File: src/include/ctrl_defs.svh
`ifndef CTRL_DEFS_SVH
`define CTRL_DEFS_SVH

`define XLEN      32
`define N_UNITS   4
`define CTRL_W    31 // packed control word, sel_rd plus 29 strobes.

`define OP_ALU_R  7'b0110011
`define OP_ALU_I  7'b0010011
`define OP_BRANCH 7'b1100011
`define OP_JAL    7'b1101111
`define OP_JALR   7'b1100111
`define OP_LOAD   7'b0000011
`define OP_STORE  7'b0100011
`define OP_FLW    7'b0000111
`define OP_FSW    7'b0100111
`define OP_FP     7'b1010011

`endif
File: src/logic/ctrl_pkg.sv
package ctrl_pkg;

    // active sequencer, 0 is idle.
    typedef enum logic [2:0] {
        UNIT_IDLE   = 3'd0,
        UNIT_ALU    = 3'd1,
        UNIT_BRANCH = 3'd2,
        UNIT_MEM    = 3'd3,
        UNIT_FP     = 3'd4
    } unit_e;

    // integer register file write source.
    typedef enum logic [1:0] {
        SEL_RD_FP_MOVE = 2'b00,
        SEL_RD_MEM     = 2'b01,
        SEL_RD_ALU     = 2'b10,
        SEL_RD_PC_LINK = 2'b11
    } sel_rd_e;

endpackage

File: src/logic/rv_isa_pkg.sv
package rv_isa_pkg;

`include "ctrl_defs.svh"

    typedef enum logic [6:0] {
        OPC_ALU_R  = `OP_ALU_R,
        OPC_ALU_I  = `OP_ALU_I,
        OPC_BRANCH = `OP_BRANCH,
        OPC_JAL    = `OP_JAL,
        OPC_JALR   = `OP_JALR,
        OPC_LOAD   = `OP_LOAD,
        OPC_STORE  = `OP_STORE,
        OPC_FLW    = `OP_FLW,
        OPC_FSW    = `OP_FSW,
        OPC_FP     = `OP_FP
    } opcode_e;

    typedef enum logic [2:0] {
        BR_BEQ  = 3'b000,
        BR_BNE  = 3'b001,
        BR_BLT  = 3'b100,
        BR_BGE  = 3'b101,
        BR_BLTU = 3'b110,
        BR_BGEU = 3'b111
    } branch_funct_e;

    typedef enum logic [6:0] {
        FP_ADD = 7'b0000000,
        FP_SUB = 7'b0000100,
        FP_MUL = 7'b0001000
    } fp_funct7_e;

    typedef struct packed {
        logic [6:0] funct7;
        logic [4:0] rs2;
        logic [4:0] rs1;
        logic [2:0] funct3;
        logic [4:0] rd;
        logic [6:0] opcode;
    } insn_r_t;

    typedef struct packed {
        logic [6:0] imm_hi;
        logic [4:0] rs2;
        logic [4:0] rs1;
        logic [2:0] funct3;
        logic [4:0] imm_lo;
        logic [6:0] opcode;
    } insn_s_t;

    // same word, read as R format or as store format.
    typedef union packed {
        insn_r_t r;
        insn_s_t s;
    } rv_insn_u;

endpackage

File: src/logic/ctrl_if.sv
`timescale 1ns/100ps

`include "ctrl_defs.svh"

interface ctrl_if import ctrl_pkg::*; ();
    sel_rd_e sel_rd;
    logic    sub_sra, sel_pc_next, sel_alu_a, sel_alu_b, sel_alu_32b;
    logic    load_pc_alu, load_flags, sel_pc_increment, sel_pc_jump;
    logic    load_pc, load_regfile, load_rs1, load_rs2, load_imm, load_alu;
    logic    load_fp_regfile, load_rs1_fp, load_rs2_fp, sel_store_fp, sel_rd_fp;
    logic    start_add_sub_fp, start_mult_fp, load_alu_fp, sub_fp;
    logic    load_data_memory, memory_start, sel_mem_next, sel_mem_operation;
    logic    done;

    logic [`CTRL_W-1:0] word;

    // bit order here is the output order of the combiner, done is bit 0.
    assign word = {sel_rd, sub_sra, sel_pc_next, sel_alu_a, sel_alu_b, sel_alu_32b,
                   load_pc_alu, load_flags, sel_pc_increment, sel_pc_jump,
                   load_pc, load_regfile, load_rs1, load_rs2, load_imm, load_alu,
                   load_fp_regfile, load_rs1_fp, load_rs2_fp, sel_store_fp, sel_rd_fp,
                   start_add_sub_fp, start_mult_fp, load_alu_fp, sub_fp,
                   load_data_memory, memory_start, sel_mem_next, sel_mem_operation,
                   done};

    modport fsm (
        output sel_rd, sub_sra, sel_pc_next, sel_alu_a, sel_alu_b, sel_alu_32b,
        output load_pc_alu, load_flags, sel_pc_increment, sel_pc_jump,
        output load_pc, load_regfile, load_rs1, load_rs2, load_imm, load_alu,
        output load_fp_regfile, load_rs1_fp, load_rs2_fp, sel_store_fp, sel_rd_fp,
        output start_add_sub_fp, start_mult_fp, load_alu_fp, sub_fp,
        output load_data_memory, memory_start, sel_mem_next, sel_mem_operation,
        output done
    );

    modport mux (
        input sel_rd, sub_sra, sel_pc_next, sel_alu_a, sel_alu_b, sel_alu_32b,
        input load_pc_alu, load_flags, sel_pc_increment, sel_pc_jump,
        input load_pc, load_regfile, load_rs1, load_rs2, load_imm, load_alu,
        input load_fp_regfile, load_rs1_fp, load_rs2_fp, sel_store_fp, sel_rd_fp,
        input start_add_sub_fp, start_mult_fp, load_alu_fp, sub_fp,
        input load_data_memory, memory_start, sel_mem_next, sel_mem_operation,
        input done, word
    );
endinterface

File: src/logic/control_unit.sv
`timescale 1ns/100ps

`include "ctrl_defs.svh"

module control_unit import rv_isa_pkg::*; (
    input  logic              clk,
    input  logic              arst_n,
    input  logic              issue,
    input  logic [`XLEN-1:0]  insn,
    input  logic              lu,
    input  logic              ls,
    input  logic              eq,
    input  logic              memory_done,
    input  logic              done_fp,
    output logic [1:0]        sel_rd,
    output logic sub_sra, sel_pc_next, sel_alu_a, sel_alu_b, sel_alu_32b,
    output logic load_pc_alu, load_flags, sel_pc_increment, sel_pc_jump,
    output logic load_pc, load_regfile, load_rs1, load_rs2, load_imm, load_alu,
    output logic load_fp_regfile, load_rs1_fp, load_rs2_fp, sel_store_fp, sel_rd_fp,
    output logic start_add_sub_fp, start_mult_fp, load_alu_fp, sub_fp,
    output logic load_data_memory, memory_start, sel_mem_next, sel_mem_operation,
    output logic done,
    output logic illegal_insn
);
    rv_insn_u            insn_q;
    logic [`N_UNITS-1:0] start;

    ctrl_if alu_c ();
    ctrl_if br_c ();
    ctrl_if mem_c ();
    ctrl_if fp_c ();

    insn_dispatch u_dispatch (
        .clk          (clk),
        .arst_n       (arst_n),
        .issue        (issue),
        .insn         (insn),
        .insn_q       (insn_q),
        .start        (start),
        .illegal_insn (illegal_insn)
    );

    // ####################################################################
    // sequencers in the start bit order of the dispatcher decode.
    // ####################################################################

    fsm_alu u_alu (.clk, .arst_n, .start(start[0]), .insn_q, .ctrl(alu_c));

    fsm_branch_jump u_branch (
        .clk, .arst_n, .start(start[1]), .insn_q, .lu, .ls, .eq, .ctrl(br_c)
    );

    fsm_load_store u_mem (
        .clk, .arst_n, .start(start[2]), .insn_q, .memory_done, .ctrl(mem_c)
    );

    fsm_fp_op u_fp (.clk, .arst_n, .start(start[3]), .insn_q, .done_fp, .ctrl(fp_c));

    fsm_combined u_comb (.*);

endmodule

File: src/logic/fsm_combined.sv
`timescale 1ns/100ps

`include "ctrl_defs.svh"

module fsm_combined import ctrl_pkg::*; (
    input  logic                clk,
    input  logic                arst_n,
    input  logic [`N_UNITS-1:0] start,
    ctrl_if.mux                 alu_c,
    ctrl_if.mux                 br_c,
    ctrl_if.mux                 mem_c,
    ctrl_if.mux                 fp_c,
    output logic [1:0]          sel_rd,
    output logic sub_sra, sel_pc_next, sel_alu_a, sel_alu_b, sel_alu_32b,
    output logic load_pc_alu, load_flags, sel_pc_increment, sel_pc_jump,
    output logic load_pc, load_regfile, load_rs1, load_rs2, load_imm, load_alu,
    output logic load_fp_regfile, load_rs1_fp, load_rs2_fp, sel_store_fp, sel_rd_fp,
    output logic start_add_sub_fp, start_mult_fp, load_alu_fp, sub_fp,
    output logic load_data_memory, memory_start, sel_mem_next, sel_mem_operation,
    output logic done
);
    unit_e              unit;
    logic [`CTRL_W-1:0] word;

    // ####################################################################
    // active unit.
    // ####################################################################

    always_ff @(posedge clk or negedge arst_n) begin
        if (!arst_n) begin
            unit <= UNIT_IDLE;
        end else begin
            if (start[0])
                unit <= UNIT_ALU;
            else if (start[1])
                unit <= UNIT_BRANCH;
            else if (start[2])
                unit <= UNIT_MEM;
            else if (start[3])
                unit <= UNIT_FP;
            else if (done)
                unit <= UNIT_IDLE; // back to idle after the last cycle.
        end
    end

    // ####################################################################
    // control word select.
    // ####################################################################

    always_comb begin
        case (unit)
            UNIT_ALU:    word = alu_c.word;
            UNIT_BRANCH: word = br_c.word;
            UNIT_MEM:    word = mem_c.word;
            UNIT_FP:     word = fp_c.word;
            default:     word = '0; // idle word leaves sel_rd at fp_move.
        endcase
    end

    assign {sel_rd, sub_sra, sel_pc_next, sel_alu_a, sel_alu_b, sel_alu_32b,
            load_pc_alu, load_flags, sel_pc_increment, sel_pc_jump,
            load_pc, load_regfile, load_rs1, load_rs2, load_imm, load_alu,
            load_fp_regfile, load_rs1_fp, load_rs2_fp, sel_store_fp, sel_rd_fp,
            start_add_sub_fp, start_mult_fp, load_alu_fp, sub_fp,
            load_data_memory, memory_start, sel_mem_next, sel_mem_operation,
            done} = word;

    // an issue before the running sequence has finished.
    assert property (@(posedge clk) disable iff (!arst_n) (start != '0) |-> unit == UNIT_IDLE)
        else $error("fsm_combined: start while unit %0d active.", unit);

endmodule

File: src/logic/fsm_fp_op.sv
`timescale 1ns/100ps

module fsm_fp_op import rv_isa_pkg::*, ctrl_pkg::*; (
    input  logic     clk,
    input  logic     arst_n,
    input  logic     start,
    input  rv_insn_u insn_q,
    input  logic     done_fp,
    ctrl_if.fsm      ctrl
);
    typedef enum logic [2:0] {
        S_IDLE, S_OPERANDS, S_START, S_WAIT, S_RESULT, S_WRITE
    } state_e;

    state_e state;
    logic   is_mul;
    logic   is_sub;

    assign is_mul = (insn_q.r.funct7 == FP_MUL);
    assign is_sub = (insn_q.r.funct7 == FP_SUB);

    always_ff @(posedge clk or negedge arst_n) begin
        if (!arst_n) begin
            state <= S_IDLE;
        end else begin
            case (state)
                S_IDLE:          state <= start ? S_OPERANDS : S_IDLE;
                S_OPERANDS:      state <= S_START;
                S_START, S_WAIT: state <= done_fp ? S_RESULT : S_WAIT;
                S_RESULT:        state <= S_WRITE;
                default:         state <= S_IDLE;
            endcase
        end
    end

    assign ctrl.sel_rd           = SEL_RD_FP_MOVE;
    assign ctrl.load_rs1_fp      = (state == S_OPERANDS);
    assign ctrl.load_rs2_fp      = (state == S_OPERANDS);
    assign ctrl.start_mult_fp    = (state == S_START) && is_mul;
    assign ctrl.start_add_sub_fp = (state == S_START) && !is_mul;
    assign ctrl.sub_fp           = ((state == S_START) || (state == S_WAIT)) && is_sub;
    assign ctrl.load_alu_fp      = (state == S_RESULT);
    assign ctrl.load_fp_regfile  = (state == S_WRITE);
    assign ctrl.load_pc          = (state == S_WRITE);
    assign ctrl.sel_pc_increment = (state == S_WRITE);
    assign ctrl.done             = (state == S_WRITE);

    assign {ctrl.sub_sra, ctrl.sel_pc_next, ctrl.sel_alu_a, ctrl.sel_alu_b,
            ctrl.sel_alu_32b, ctrl.load_pc_alu, ctrl.load_flags, ctrl.sel_pc_jump,
            ctrl.load_regfile, ctrl.load_rs1, ctrl.load_rs2, ctrl.load_imm,
            ctrl.load_alu, ctrl.sel_store_fp, ctrl.sel_rd_fp, ctrl.load_data_memory,
            ctrl.memory_start, ctrl.sel_mem_next, ctrl.sel_mem_operation} = '0;

    assert property (@(posedge clk) disable iff (!arst_n) ctrl.done |=> !ctrl.done)
        else $error("fsm_fp_op: done longer than one cycle.");

endmodule

File: src/logic/fsm_load_store.sv
`timescale 1ns/100ps

module fsm_load_store import rv_isa_pkg::*, ctrl_pkg::*; (
    input  logic     clk,
    input  logic     arst_n,
    input  logic     start,
    input  rv_insn_u insn_q,
    input  logic     memory_done,
    ctrl_if.fsm      ctrl
);
    typedef enum logic [2:0] {
        S_IDLE, S_OPERANDS, S_ADDR, S_MEM_REQ, S_MEM_WAIT, S_FINISH
    } state_e;

    state_e state;
    logic   is_store;
    logic   is_flw;
    logic   is_fsw;
    logic   has_offset;
    logic   in_access;

    assign is_flw   = (insn_q.r.opcode == OPC_FLW);
    assign is_fsw   = (insn_q.s.opcode == OPC_FSW);
    assign is_store = is_fsw || (insn_q.s.opcode == OPC_STORE);

    // store offset is split around rs2 and rs1, a load offset is contiguous.
    assign has_offset = is_store ? |{insn_q.s.imm_hi, insn_q.s.imm_lo}
                                 : |{insn_q.r.funct7, insn_q.r.rs2};
    assign in_access  = (state == S_MEM_REQ) || (state == S_MEM_WAIT);

    always_ff @(posedge clk or negedge arst_n) begin
        if (!arst_n) begin
            state <= S_IDLE;
        end else begin
            case (state)
                S_IDLE:                state <= start ? S_OPERANDS : S_IDLE;
                S_OPERANDS:            state <= S_ADDR;
                S_ADDR:                state <= S_MEM_REQ;
                S_MEM_REQ, S_MEM_WAIT: state <= memory_done ? S_FINISH : S_MEM_WAIT;
                default:               state <= S_IDLE;
            endcase
        end
    end

    assign ctrl.sel_rd            = SEL_RD_MEM;
    assign ctrl.load_rs1          = (state == S_OPERANDS);
    assign ctrl.load_rs2          = (state == S_OPERANDS) && !is_fsw;
    assign ctrl.load_rs2_fp       = (state == S_OPERANDS) && is_fsw; // fp store data.
    assign ctrl.load_imm          = (state == S_OPERANDS);
    assign ctrl.load_alu          = (state == S_ADDR);
    assign ctrl.sel_alu_b         = (state == S_ADDR);
    assign ctrl.memory_start      = (state == S_MEM_REQ);
    assign ctrl.sel_mem_next      = in_access && has_offset; // else address is rs1.
    assign ctrl.sel_mem_operation = in_access && is_store;
    assign ctrl.sel_store_fp      = in_access && is_fsw;
    assign ctrl.load_pc           = (state == S_FINISH);
    assign ctrl.sel_pc_increment  = (state == S_FINISH);
    assign ctrl.done              = (state == S_FINISH);
    assign ctrl.load_data_memory  = (state == S_FINISH) && !is_store;
    assign ctrl.load_regfile      = (state == S_FINISH) && !is_store && !is_flw;
    assign ctrl.load_fp_regfile   = (state == S_FINISH) && is_flw;
    assign ctrl.sel_rd_fp         = (state == S_FINISH) && is_flw;

    assign {ctrl.sub_sra, ctrl.sel_alu_a, ctrl.sel_alu_32b, ctrl.load_pc_alu,
            ctrl.load_flags, ctrl.sel_pc_next, ctrl.sel_pc_jump, ctrl.load_rs1_fp,
            ctrl.start_add_sub_fp, ctrl.start_mult_fp, ctrl.load_alu_fp,
            ctrl.sub_fp} = '0;

    assert property (@(posedge clk) disable iff (!arst_n) ctrl.done |=> !ctrl.done)
        else $error("fsm_load_store: done longer than one cycle.");

endmodule

File: src/logic/fsm_branch_jump.sv
`timescale 1ns/100ps

module fsm_branch_jump import rv_isa_pkg::*, ctrl_pkg::*; (
    input  logic     clk,
    input  logic     arst_n,
    input  logic     start,
    input  rv_insn_u insn_q,
    input  logic     lu,
    input  logic     ls,
    input  logic     eq,
    ctrl_if.fsm      ctrl
);
    typedef enum logic [1:0] {S_IDLE, S_OPERANDS, S_FLAGS, S_UPDATE} state_e;

    state_e state;
    logic   is_jalr;
    logic   is_jump;
    logic   taken;

    assign is_jalr = (insn_q.r.opcode == OPC_JALR);
    assign is_jump = is_jalr || (insn_q.r.opcode == OPC_JAL);

    always_comb begin
        case (branch_funct_e'(insn_q.r.funct3))
            BR_BEQ:  taken = eq;
            BR_BNE:  taken = !eq;
            BR_BLT:  taken = ls;
            BR_BGE:  taken = !ls;
            BR_BLTU: taken = lu;
            BR_BGEU: taken = !lu;
            default: taken = 1'b0;
        endcase
        if (is_jump)
            taken = 1'b1;
    end

    always_ff @(posedge clk or negedge arst_n) begin
        if (!arst_n) begin
            state <= S_IDLE;
        end else begin
            case (state)
                S_IDLE:     state <= start ? S_OPERANDS : S_IDLE;
                S_OPERANDS: state <= S_FLAGS;
                S_FLAGS:    state <= S_UPDATE;
                default:    state <= S_IDLE;
            endcase
        end
    end

    assign ctrl.sel_rd           = SEL_RD_PC_LINK;
    assign ctrl.load_rs1         = (state == S_OPERANDS);
    assign ctrl.load_rs2         = (state == S_OPERANDS);
    assign ctrl.load_imm         = (state == S_OPERANDS);
    assign ctrl.load_flags       = (state == S_FLAGS);
    assign ctrl.load_pc_alu      = (state == S_FLAGS); // jump target.
    assign ctrl.sel_alu_a        = (state == S_FLAGS) && !is_jalr; // pc based target.
    assign ctrl.load_pc          = (state == S_UPDATE);
    assign ctrl.done             = (state == S_UPDATE);
    assign ctrl.sel_pc_jump      = (state == S_UPDATE) && taken;
    assign ctrl.sel_pc_increment = (state == S_UPDATE) && !taken;
    assign ctrl.load_regfile     = (state == S_UPDATE) && is_jump; // link address.
    assign ctrl.sel_pc_next      = (state == S_UPDATE) && is_jalr;

    assign {ctrl.sub_sra, ctrl.sel_alu_b, ctrl.sel_alu_32b, ctrl.load_alu,
            ctrl.load_fp_regfile, ctrl.load_rs1_fp, ctrl.load_rs2_fp, ctrl.sel_store_fp,
            ctrl.sel_rd_fp, ctrl.start_add_sub_fp, ctrl.start_mult_fp, ctrl.load_alu_fp,
            ctrl.sub_fp, ctrl.load_data_memory, ctrl.memory_start, ctrl.sel_mem_next,
            ctrl.sel_mem_operation} = '0;

    assert property (@(posedge clk) disable iff (!arst_n) ctrl.done |=> !ctrl.done)
        else $error("fsm_branch_jump: done longer than one cycle.");

endmodule

File: src/logic/fsm_alu.sv
`timescale 1ns/100ps

module fsm_alu import rv_isa_pkg::*, ctrl_pkg::*; (
    input  logic     clk,
    input  logic     arst_n,
    input  logic     start,
    input  rv_insn_u insn_q,
    ctrl_if.fsm      ctrl
);
    typedef enum logic [1:0] {S_IDLE, S_OPERANDS, S_EXEC, S_WRITE} state_e;

    state_e state;
    logic   is_imm;
    logic   alt_op;

    assign is_imm = (insn_q.r.opcode == OPC_ALU_I);
    assign alt_op = insn_q.r.funct7[5] && (!is_imm || insn_q.r.funct3 == 3'b101); // srai only.

    always_ff @(posedge clk or negedge arst_n) begin
        if (!arst_n) begin
            state <= S_IDLE;
        end else begin
            case (state)
                S_IDLE:     state <= start ? S_OPERANDS : S_IDLE;
                S_OPERANDS: state <= S_EXEC;
                S_EXEC:     state <= S_WRITE;
                default:    state <= S_IDLE;
            endcase
        end
    end

    assign ctrl.sel_rd           = SEL_RD_ALU;
    assign ctrl.load_rs1         = (state == S_OPERANDS);
    assign ctrl.load_rs2         = (state == S_OPERANDS);
    assign ctrl.load_imm         = (state == S_OPERANDS);
    assign ctrl.load_alu         = (state == S_EXEC);
    assign ctrl.sel_alu_b        = (state == S_EXEC) && is_imm;
    assign ctrl.sub_sra          = (state == S_EXEC) && alt_op;
    assign ctrl.load_regfile     = (state == S_WRITE);
    assign ctrl.load_pc          = (state == S_WRITE);
    assign ctrl.sel_pc_increment = (state == S_WRITE);
    assign ctrl.done             = (state == S_WRITE);

    assign {ctrl.sel_pc_next, ctrl.sel_alu_a, ctrl.sel_alu_32b, ctrl.load_pc_alu,
            ctrl.load_flags, ctrl.sel_pc_jump, ctrl.load_fp_regfile, ctrl.load_rs1_fp,
            ctrl.load_rs2_fp, ctrl.sel_store_fp, ctrl.sel_rd_fp, ctrl.start_add_sub_fp,
            ctrl.start_mult_fp, ctrl.load_alu_fp, ctrl.sub_fp, ctrl.load_data_memory,
            ctrl.memory_start, ctrl.sel_mem_next, ctrl.sel_mem_operation} = '0;

    assert property (@(posedge clk) disable iff (!arst_n) ctrl.done |=> !ctrl.done)
        else $error("fsm_alu: done longer than one cycle.");

endmodule

File: src/logic/insn_dispatch.sv
`timescale 1ns/100ps

`include "ctrl_defs.svh"

module insn_dispatch import rv_isa_pkg::*; (
    input  logic                clk,
    input  logic                arst_n,
    input  logic                issue,
    input  rv_insn_u            insn,
    output rv_insn_u            insn_q,
    output logic [`N_UNITS-1:0] start,
    output logic                illegal_insn
);
    logic [`N_UNITS-1:0] unit_dec;

    always_comb begin
        case (insn.r.opcode)
            OPC_ALU_R, OPC_ALU_I:             unit_dec = 4'b0001;
            OPC_BRANCH, OPC_JAL, OPC_JALR:    unit_dec = 4'b0010;
            OPC_LOAD, OPC_STORE, OPC_FLW,
            OPC_FSW:                          unit_dec = 4'b0100;
            OPC_FP:                           unit_dec = 4'b1000;
            default:                          unit_dec = 4'b0000; // unknown opcode.
        endcase
    end

    always_ff @(posedge clk) begin
        if (issue)
            insn_q <= insn; // held for the FSMs until the next issue.
    end

    always_ff @(posedge clk or negedge arst_n) begin
        if (!arst_n) begin
            start        <= '0;
            illegal_insn <= 1'b0;
        end else begin
            start        <= issue ? unit_dec : '0;
            illegal_insn <= issue && (unit_dec == '0);
        end
    end

    assert property (@(posedge clk) disable iff (!arst_n) $onehot0(start))
        else $error("insn_dispatch: more than one start strobe.");

endmodule

File: config.mk
export PLATFORM = sky130hd
export DESIGN_NAME = control_unit
export DESIGN_NICKNAME = d
export VERILOG_FILES = /design/src/logic/ctrl_pkg.sv /design/src/logic/rv_isa_pkg.sv /design/src/logic/ctrl_if.sv /design/src/logic/control_unit.sv /design/src/logic/fsm_combined.sv /design/src/logic/fsm_fp_op.sv /design/src/logic/fsm_load_store.sv /design/src/logic/fsm_branch_jump.sv /design/src/logic/fsm_alu.sv /design/src/logic/insn_dispatch.sv
export VERILOG_INCLUDE_DIRS = /design/src /design/src/include
export SDC_FILE = /design/constraint.sdc
export NUM_CORES = 1
export LEC_CHECK = 0
export BUFFER_PORTS_ARGS = -buffer_cell sky130_fd_sc_hd__buf_2
export CORE_MARGIN = 5
export CORE_UTILIZATION = 25
export CTS_BUF_LIST = sky130_fd_sc_hd__clkbuf_16
export DETAILED_ROUTE_END_ITERATION = 10
export GPL_TIMING_DRIVEN = 1
export HOLD_SLACK_MARGIN = 0.1
export PLACE_DENSITY = 0.44
export SLEW_MARGIN = 0
export SYNTH_ARGS = -nofsm -noshare
export SYNTH_HDL_FRONTEND = slang
export SYNTH_SLANG_ARGS = --single-unit
File: constraint.sdc
create_clock -name clk -period 1.65 [get_ports clk]
set_clock_uncertainty 0.2 [all_clocks]
set_input_delay 0.0825 -clock clk [delete_from_list [all_inputs] [get_ports clk]]
set_output_delay 0.0825 -clock clk [all_outputs]
set_load 0.01 [all_outputs]
# == After elaboration in Yosys (flattened, before gate mapping) ==
# Cells that the tools add are included.
# totals
out_inout_bits,32
word_cells,121
input_bits,40
ff_bits,50
# classes
n_eq_ne,43
n_mux,21
n_reduce_logical,49
# op_table
op,count
one-hot mux 31 bit (4 select lines),1
== test 7 bit (second input constant),6
== test 7 x 6 -> 1 bit (second input constant),5
== test 3 bit (second input constant),9
one-hot mux 3 bit (4 select lines),2
OR reduction 12 bit,2
== test 7 x 3 -> 1 bit (second input constant),3
logical AND 1 bit,20
== test 3 x 2 -> 1 bit (second input constant),6
two-way mux 3 bit,6
one-hot mux 4 bit (4 select lines),1
== test 7 x 5 -> 1 bit (second input constant),2
== test 3 x 1 -> 1 bit (second input constant),4
one-hot mux 2 bit (3 select lines),2
zero test 1 bit,10
zero test 3 bit,3
== test 2 bit (second input constant),4
== test 7 x 2 -> 1 bit (second input constant),1
== test 7 x 4 -> 1 bit (second input constant),1
two-way mux 1 bit,7
one-hot mux 1 bit (6 select lines),1
OR reduction 2 bit,3
logical OR 1 bit,5
nonzero test 5 bit,1
6 further kinds,8

# == Longest topological paths before layout ==
# logic_depth
depth_word,11
mapped_depth,6
mapped_depth_nobuf,5

# == By module ==
# From an unflattened synthesis, not the netlist that was laid out.
# unflattened
cells_unflattened,385
area_unflattened_um2,3962.6
# modules_own_cells
mod,cells_each,area_each_um2,n_inst
insn_dispatch,51,1186.1,1
fsm_combined,133,1166.1,1
fsm_load_store,61,457.9,1
fsm_branch_jump,50,394.1,1
fsm_fp_op,46,386.6,1
fsm_alu,44,371.6,1

# == Worst setup path after synthesis ==
# Ideal clock, no wire load.
# synth_path
kind,register to output
start,reg u_comb.unit[1]
end,out load_pc
n_path_buf,2
t_required_ns,1.367
path_stages_with_launch,7
setup_slack_ns,0.011
t_arrival_ns,1.356
cell_sequence,dfrtp_1 -> buf_4 -> nor4b_4 -> nand3_1 -> and3_1 -> nand2_1 -> buf_4
# synth_via
elab_chain_len,2
word_cells_on_any_way,5
# synth_rtl
item,line,source
"start, declared",fsm_combined.sv:22,unit_e unit;
"start signal, assigned",fsm_combined.sv:31,unit <= UNIT_IDLE;
"start signal, assigned",fsm_combined.sv:34,unit <= UNIT_ALU;
"start signal, assigned",fsm_combined.sv:36,unit <= UNIT_BRANCH;
== test 3 bit (tied with other cells),fsm_combined.sv:51,case (unit)
one-hot mux 31 bit (4 select lines) *,fsm_combined.sv:51,
"end, declared",control_unit.sv:18,"output logic load_pc, load_regfile, load_rs1, load_rs2, load_imm, load_alu,"
# Every way passes the cells marked *; elsewhere a longest branch is shown, timed or not.

# == Final worst setup path ==
# layout_path
start,reg u_dispatch.insn_q[4] (netlist name)
end,out sel_mem_next
# layout_via
elab_chain_len,5
word_cells_on_any_way,6
# layout_rtl
item,line,source
"start, declared",insn_dispatch.sv:10,"output rv_insn_u insn_q,"
"start signal, assigned",insn_dispatch.sv:29,insn_q <= insn;
"== test 7 x 6 -> 1 bit, on equally long branches","fsm_load_store.sv:23, fsm_load_store.sv:24",
logical OR 1 bit *,fsm_load_store.sv:24,assign is_store = is_fsw || (insn_q.s.opcode == OPC_STORE);
two-way mux 1 bit *,fsm_load_store.sv:27,"assign has_offset = is_store ? |{insn_q.s.imm_hi, insn_q.s.imm_lo}"
logical AND 1 bit *,fsm_load_store.sv:53,assign ctrl.sel_mem_next = in_access && has_offset;
one-hot mux 31 bit (4 select lines) *,fsm_combined.sv:51,
"end, declared",control_unit.sv:21,"output logic load_data_memory, memory_start, sel_mem_next, sel_mem_operation,"
# Marked as above.

==> qor.yml <==
outcome:
  status: "finished, violations left"
  failed_checks: "setup timing"
routing:
  drc_errors: 0
  met2_length_mm: 3.119
  wl_per_cell_um: 13.74
  first_pass_iters: 4
  drtIter0Drc: 78
  topRoutingLayerUsed: "met4"
  vias_per_cell: 4.409
  wl_met3_um: 178
  routed_wl_mm: 5.948
  vias: 1909
  drt-met1-wl_mm: 2.582
  ant_nets: 0
yosys:
  synth_compound_area_share_pct: 9.607
  synth_top_family_by_area: "simple AND/OR/NAND/NOR gates"
  syn_inst: 188
  synth_edf_count: 27
  synth_top_area_share_pct: 36.40
  synth_fa_ha_area_share_pct: 4.494
  synth-seq-cells: 45
  syn_nets: 236
  yosysUniqueCellTypes: 57
  ys.warnings.count: 0
  yosysTopAreaCell: "edfxtp_1"
  synthFlopType: "edfxtp_1"
  ys_top_cells_by_count: "edfxtp_1 (27), dfrtp_1 (18), nor2_1 (14)"
  yosysMostFrequentCell: "edfxtp_1"
  seq_area_frac_synth_pct: 56.63
  synth_xor_area_share_pct: 0.7865
  avgSynthCellArea_um2: 11.85
  ys_top_cells_by_area: "edfxtp_1 (36%), dfrtp_1 (20%), ha_1 (4.5%)"
  synth-simple-area-share_pct: 21.80
  synth_mux_area_share_pct: 1.910
  synthArstFlopShare_pct: 40.00
  synth_area_um2: 2227
power:
  power_density_nw_per_um2: 1131
  p_int_w: 0.002841
  p_clk_share_pct: 22.6
  power.switching_w: 0.001398
  vdd_drop_max_v: 0.0004720
  switching_share_pct: 32.98
  power.share.sequential_pct: 38.6
  leakagePower_nw: 1.660
  fin_total_pwr_w: 0.004239
  power_frac_comb_pct: 38.8
clock_tree:
  cts_buffers: 5
  path_clk_slew_ns: 0.06
  clk_latency_ns: 0.28
  clockBufferDepth: 2
  cts.sinks: 45
  cts_tree: "built"
  h-tree-depth: 2
  cts-root-buf: "clkbuf_16"
final_layout:
  regArea_um2: 1266
  area_growth_pct: 68.26
  drive_gt1_share_pct: 50.77
  postLayoutCoreUtil_pct: 42.97
  fin_nets: 372
  multi_input_area_um2: 1131
  design_area_um2: 3747
  nFillCells: 820
  diodes: 0
floorplanning:
  start_util_pct: 25.54
  ioPinCount: 72
  dieArea_um2: 10900
  fp-row-count: 34
  fp.dieH_um: 104.4
  core_area_um2: 8721
  die_w_um: 104.4
setup_path:
  critical_path.max_stage_delay_ns: 0.37
  crit_arrival_ns: 1.68
  crit_slowest_cell: "edfxtp_1"
  worstSetupEndpointType: "output pin"
  crit_buf_inv: 1
  cp.required_ns: 1.37
  startpoint_type: "flip-flop"
  path_cells: "and3b_1 > and3_4 > mux2_4 > a31oi_1 > buf_2"
  path_class: "flip-flop to output pin"
  cp_max_fo: 2
  critPathTopFamily: "simple AND/OR/NAND/NOR gates"
sta:
  fin_crit_sh_pct: 119.2
  fin_crit_ns: 1.967
  fin_hold_ws_ns: 0.08034
  setup_viol_count_final: 26
  final_max_slew_viol_count: 0
  rsz0062_at_grt: "yes"
  fin_ws_ns: -0.3166
  fmax_mhz: 508.5
  hold_viol_final: 0
place:
  pre_cts_ws_ns: -0.08402
  dp.final_hpwl_mm: 4.364
  dpl_cell_area_um2: 2872
  place_congestion: 0.7475
  io_buffers: 65
global_routing:
  grt_pass1_wl_mm: 9.473
  grt_pass1_vias: 1934
  gr-total-overflow: 0
  grt_usage_pct: 10.82
  antenna_found_initial: 0
  grt_start_max_net_pins: 19
flow_run:
  drv_cap: 0
hold_path:
  hp-class: "input port to async pin"
[final timing paths]
path,cells after the start,to,slack [ns],startpoint
max reg2reg,5,u_comb.unit[0],0.05,u_comb.unit[2]
min reg2reg,1,u_comb.unit[2],0.32,u_dispatch.start[1]
min in group clk,2,u_dispatch.insn_q[7],0.31,insn[7]
max,5,sel_mem_next,-0.32,u_dispatch.insn_q[4]
min,2,u_fp.state[2],0.08,arst_n
max in group asynchronous,2,u_comb.unit[2],0.83,arst_n
[worst register-to-register path, cell delays in order (launching register included)]
cell and delay (ns):
dfrtp_2 0.46, and3b_2 0.31, nand3_4 0.15, buf_6 0.16, a41oi_2 0.12, o21bai_1 0.08
[registers in the layout (all words and copies together) (netlist names)]
register / flops
u_dispatch.illegal_insn: 1
u_dispatch.insn_q: 27
u_dispatch.start: 4
u_fp.state: 3
u_alu.state: 2
u_mem.state: 3
u_branch.state: 2
u_comb.unit: 3
[cells by family (layout without fill, tap and decap cells)]
kind of cell	Yosys count	in the layout
buffers and inverters	19	156
other	1	1
XOR/XNOR	2	2
flip-flops	45	45
AND/OR/NAND/NOR	78	78
AO/OA/AOI/OAI	31	31
multiplexers	4	4
adder cells (fa/ha/maj)	8	8
[area by class of cell]
type	instances	share of cell area, %
tap	108	3.606
clock buffer	5	3.339
timing repair buffer	137	27.58
clock inverter	3	0.4007
inverter	11	1.102
multi-input combinational	124	30.18
sequential	45	33.79
[metrics by stage]
stage / instances / TNS [ns]
finish: 433 / -5.717
global route: 433 / -7.520
CTS: 427 / -5.919
detailed placement: 384 / -0.4077
global placement: 384 / -0.5206
floorplan: 188 / 0
[cell usage in the layout, fill, tap and decap left out, types with 3 or more instances in the layout]
cell type / netlist / layout
and3_4: 1 / 3
buf_2: 1 / 58
buf_4: 6 / 31
buf_6: 1 / 16
clkbuf_16: 0 / 5
dfrtp_1: 18 / 14
dfrtp_2: 0 / 4
dlygate4sd3_1: 0 / 31
edfxtp_1: 27 / 27
ha_1: 8 / 8
inv_1: 11 / 13
nand2_1: 13 / 9
nand2_4: 0 / 5
nand2b_1: 4 / 3
nand4_1: 3 / 3
nor2_1: 14 / 9
nor2_2: 0 / 3
nor4_2: 0 / 3
o21ai_0: 3 / 3
[metal layers]
layer / up-vias / track usage, %
li1: 965 / -
met1: 908 / 13.35
met2: 32 / 18.96
met3: 4 / 2.235
met4: 0 / 3.053
met5: - / 0
[power groups by stage]
stage / Combinational [W] / Sequential, W / Clock [W]
floorplan: 0.000742 / 0.00157 / 0
global placement: 0.00125 / 0.00163 / 0
detailed placement: 0.00125 / 0.00163 / 0
CTS: 0.00153 / 0.00162 / 0.000986
global route: 0.00181 / 0.00167 / 0.00103
finish: 0.00164 / 0.00164 / 0.000958
[repair_timing]
item | 4_1_cts | 5_1_grt
setup buffers | 6 | 7
hold buffers | 31 | 0
pin swaps | 16 | 22
resized for setup | 42 | 34
endpoints found under the setup margin | 29 | 34
endpoints found under the hold margin | 64 | 0
No activity file was read; power rests on OpenSTA's default activity.
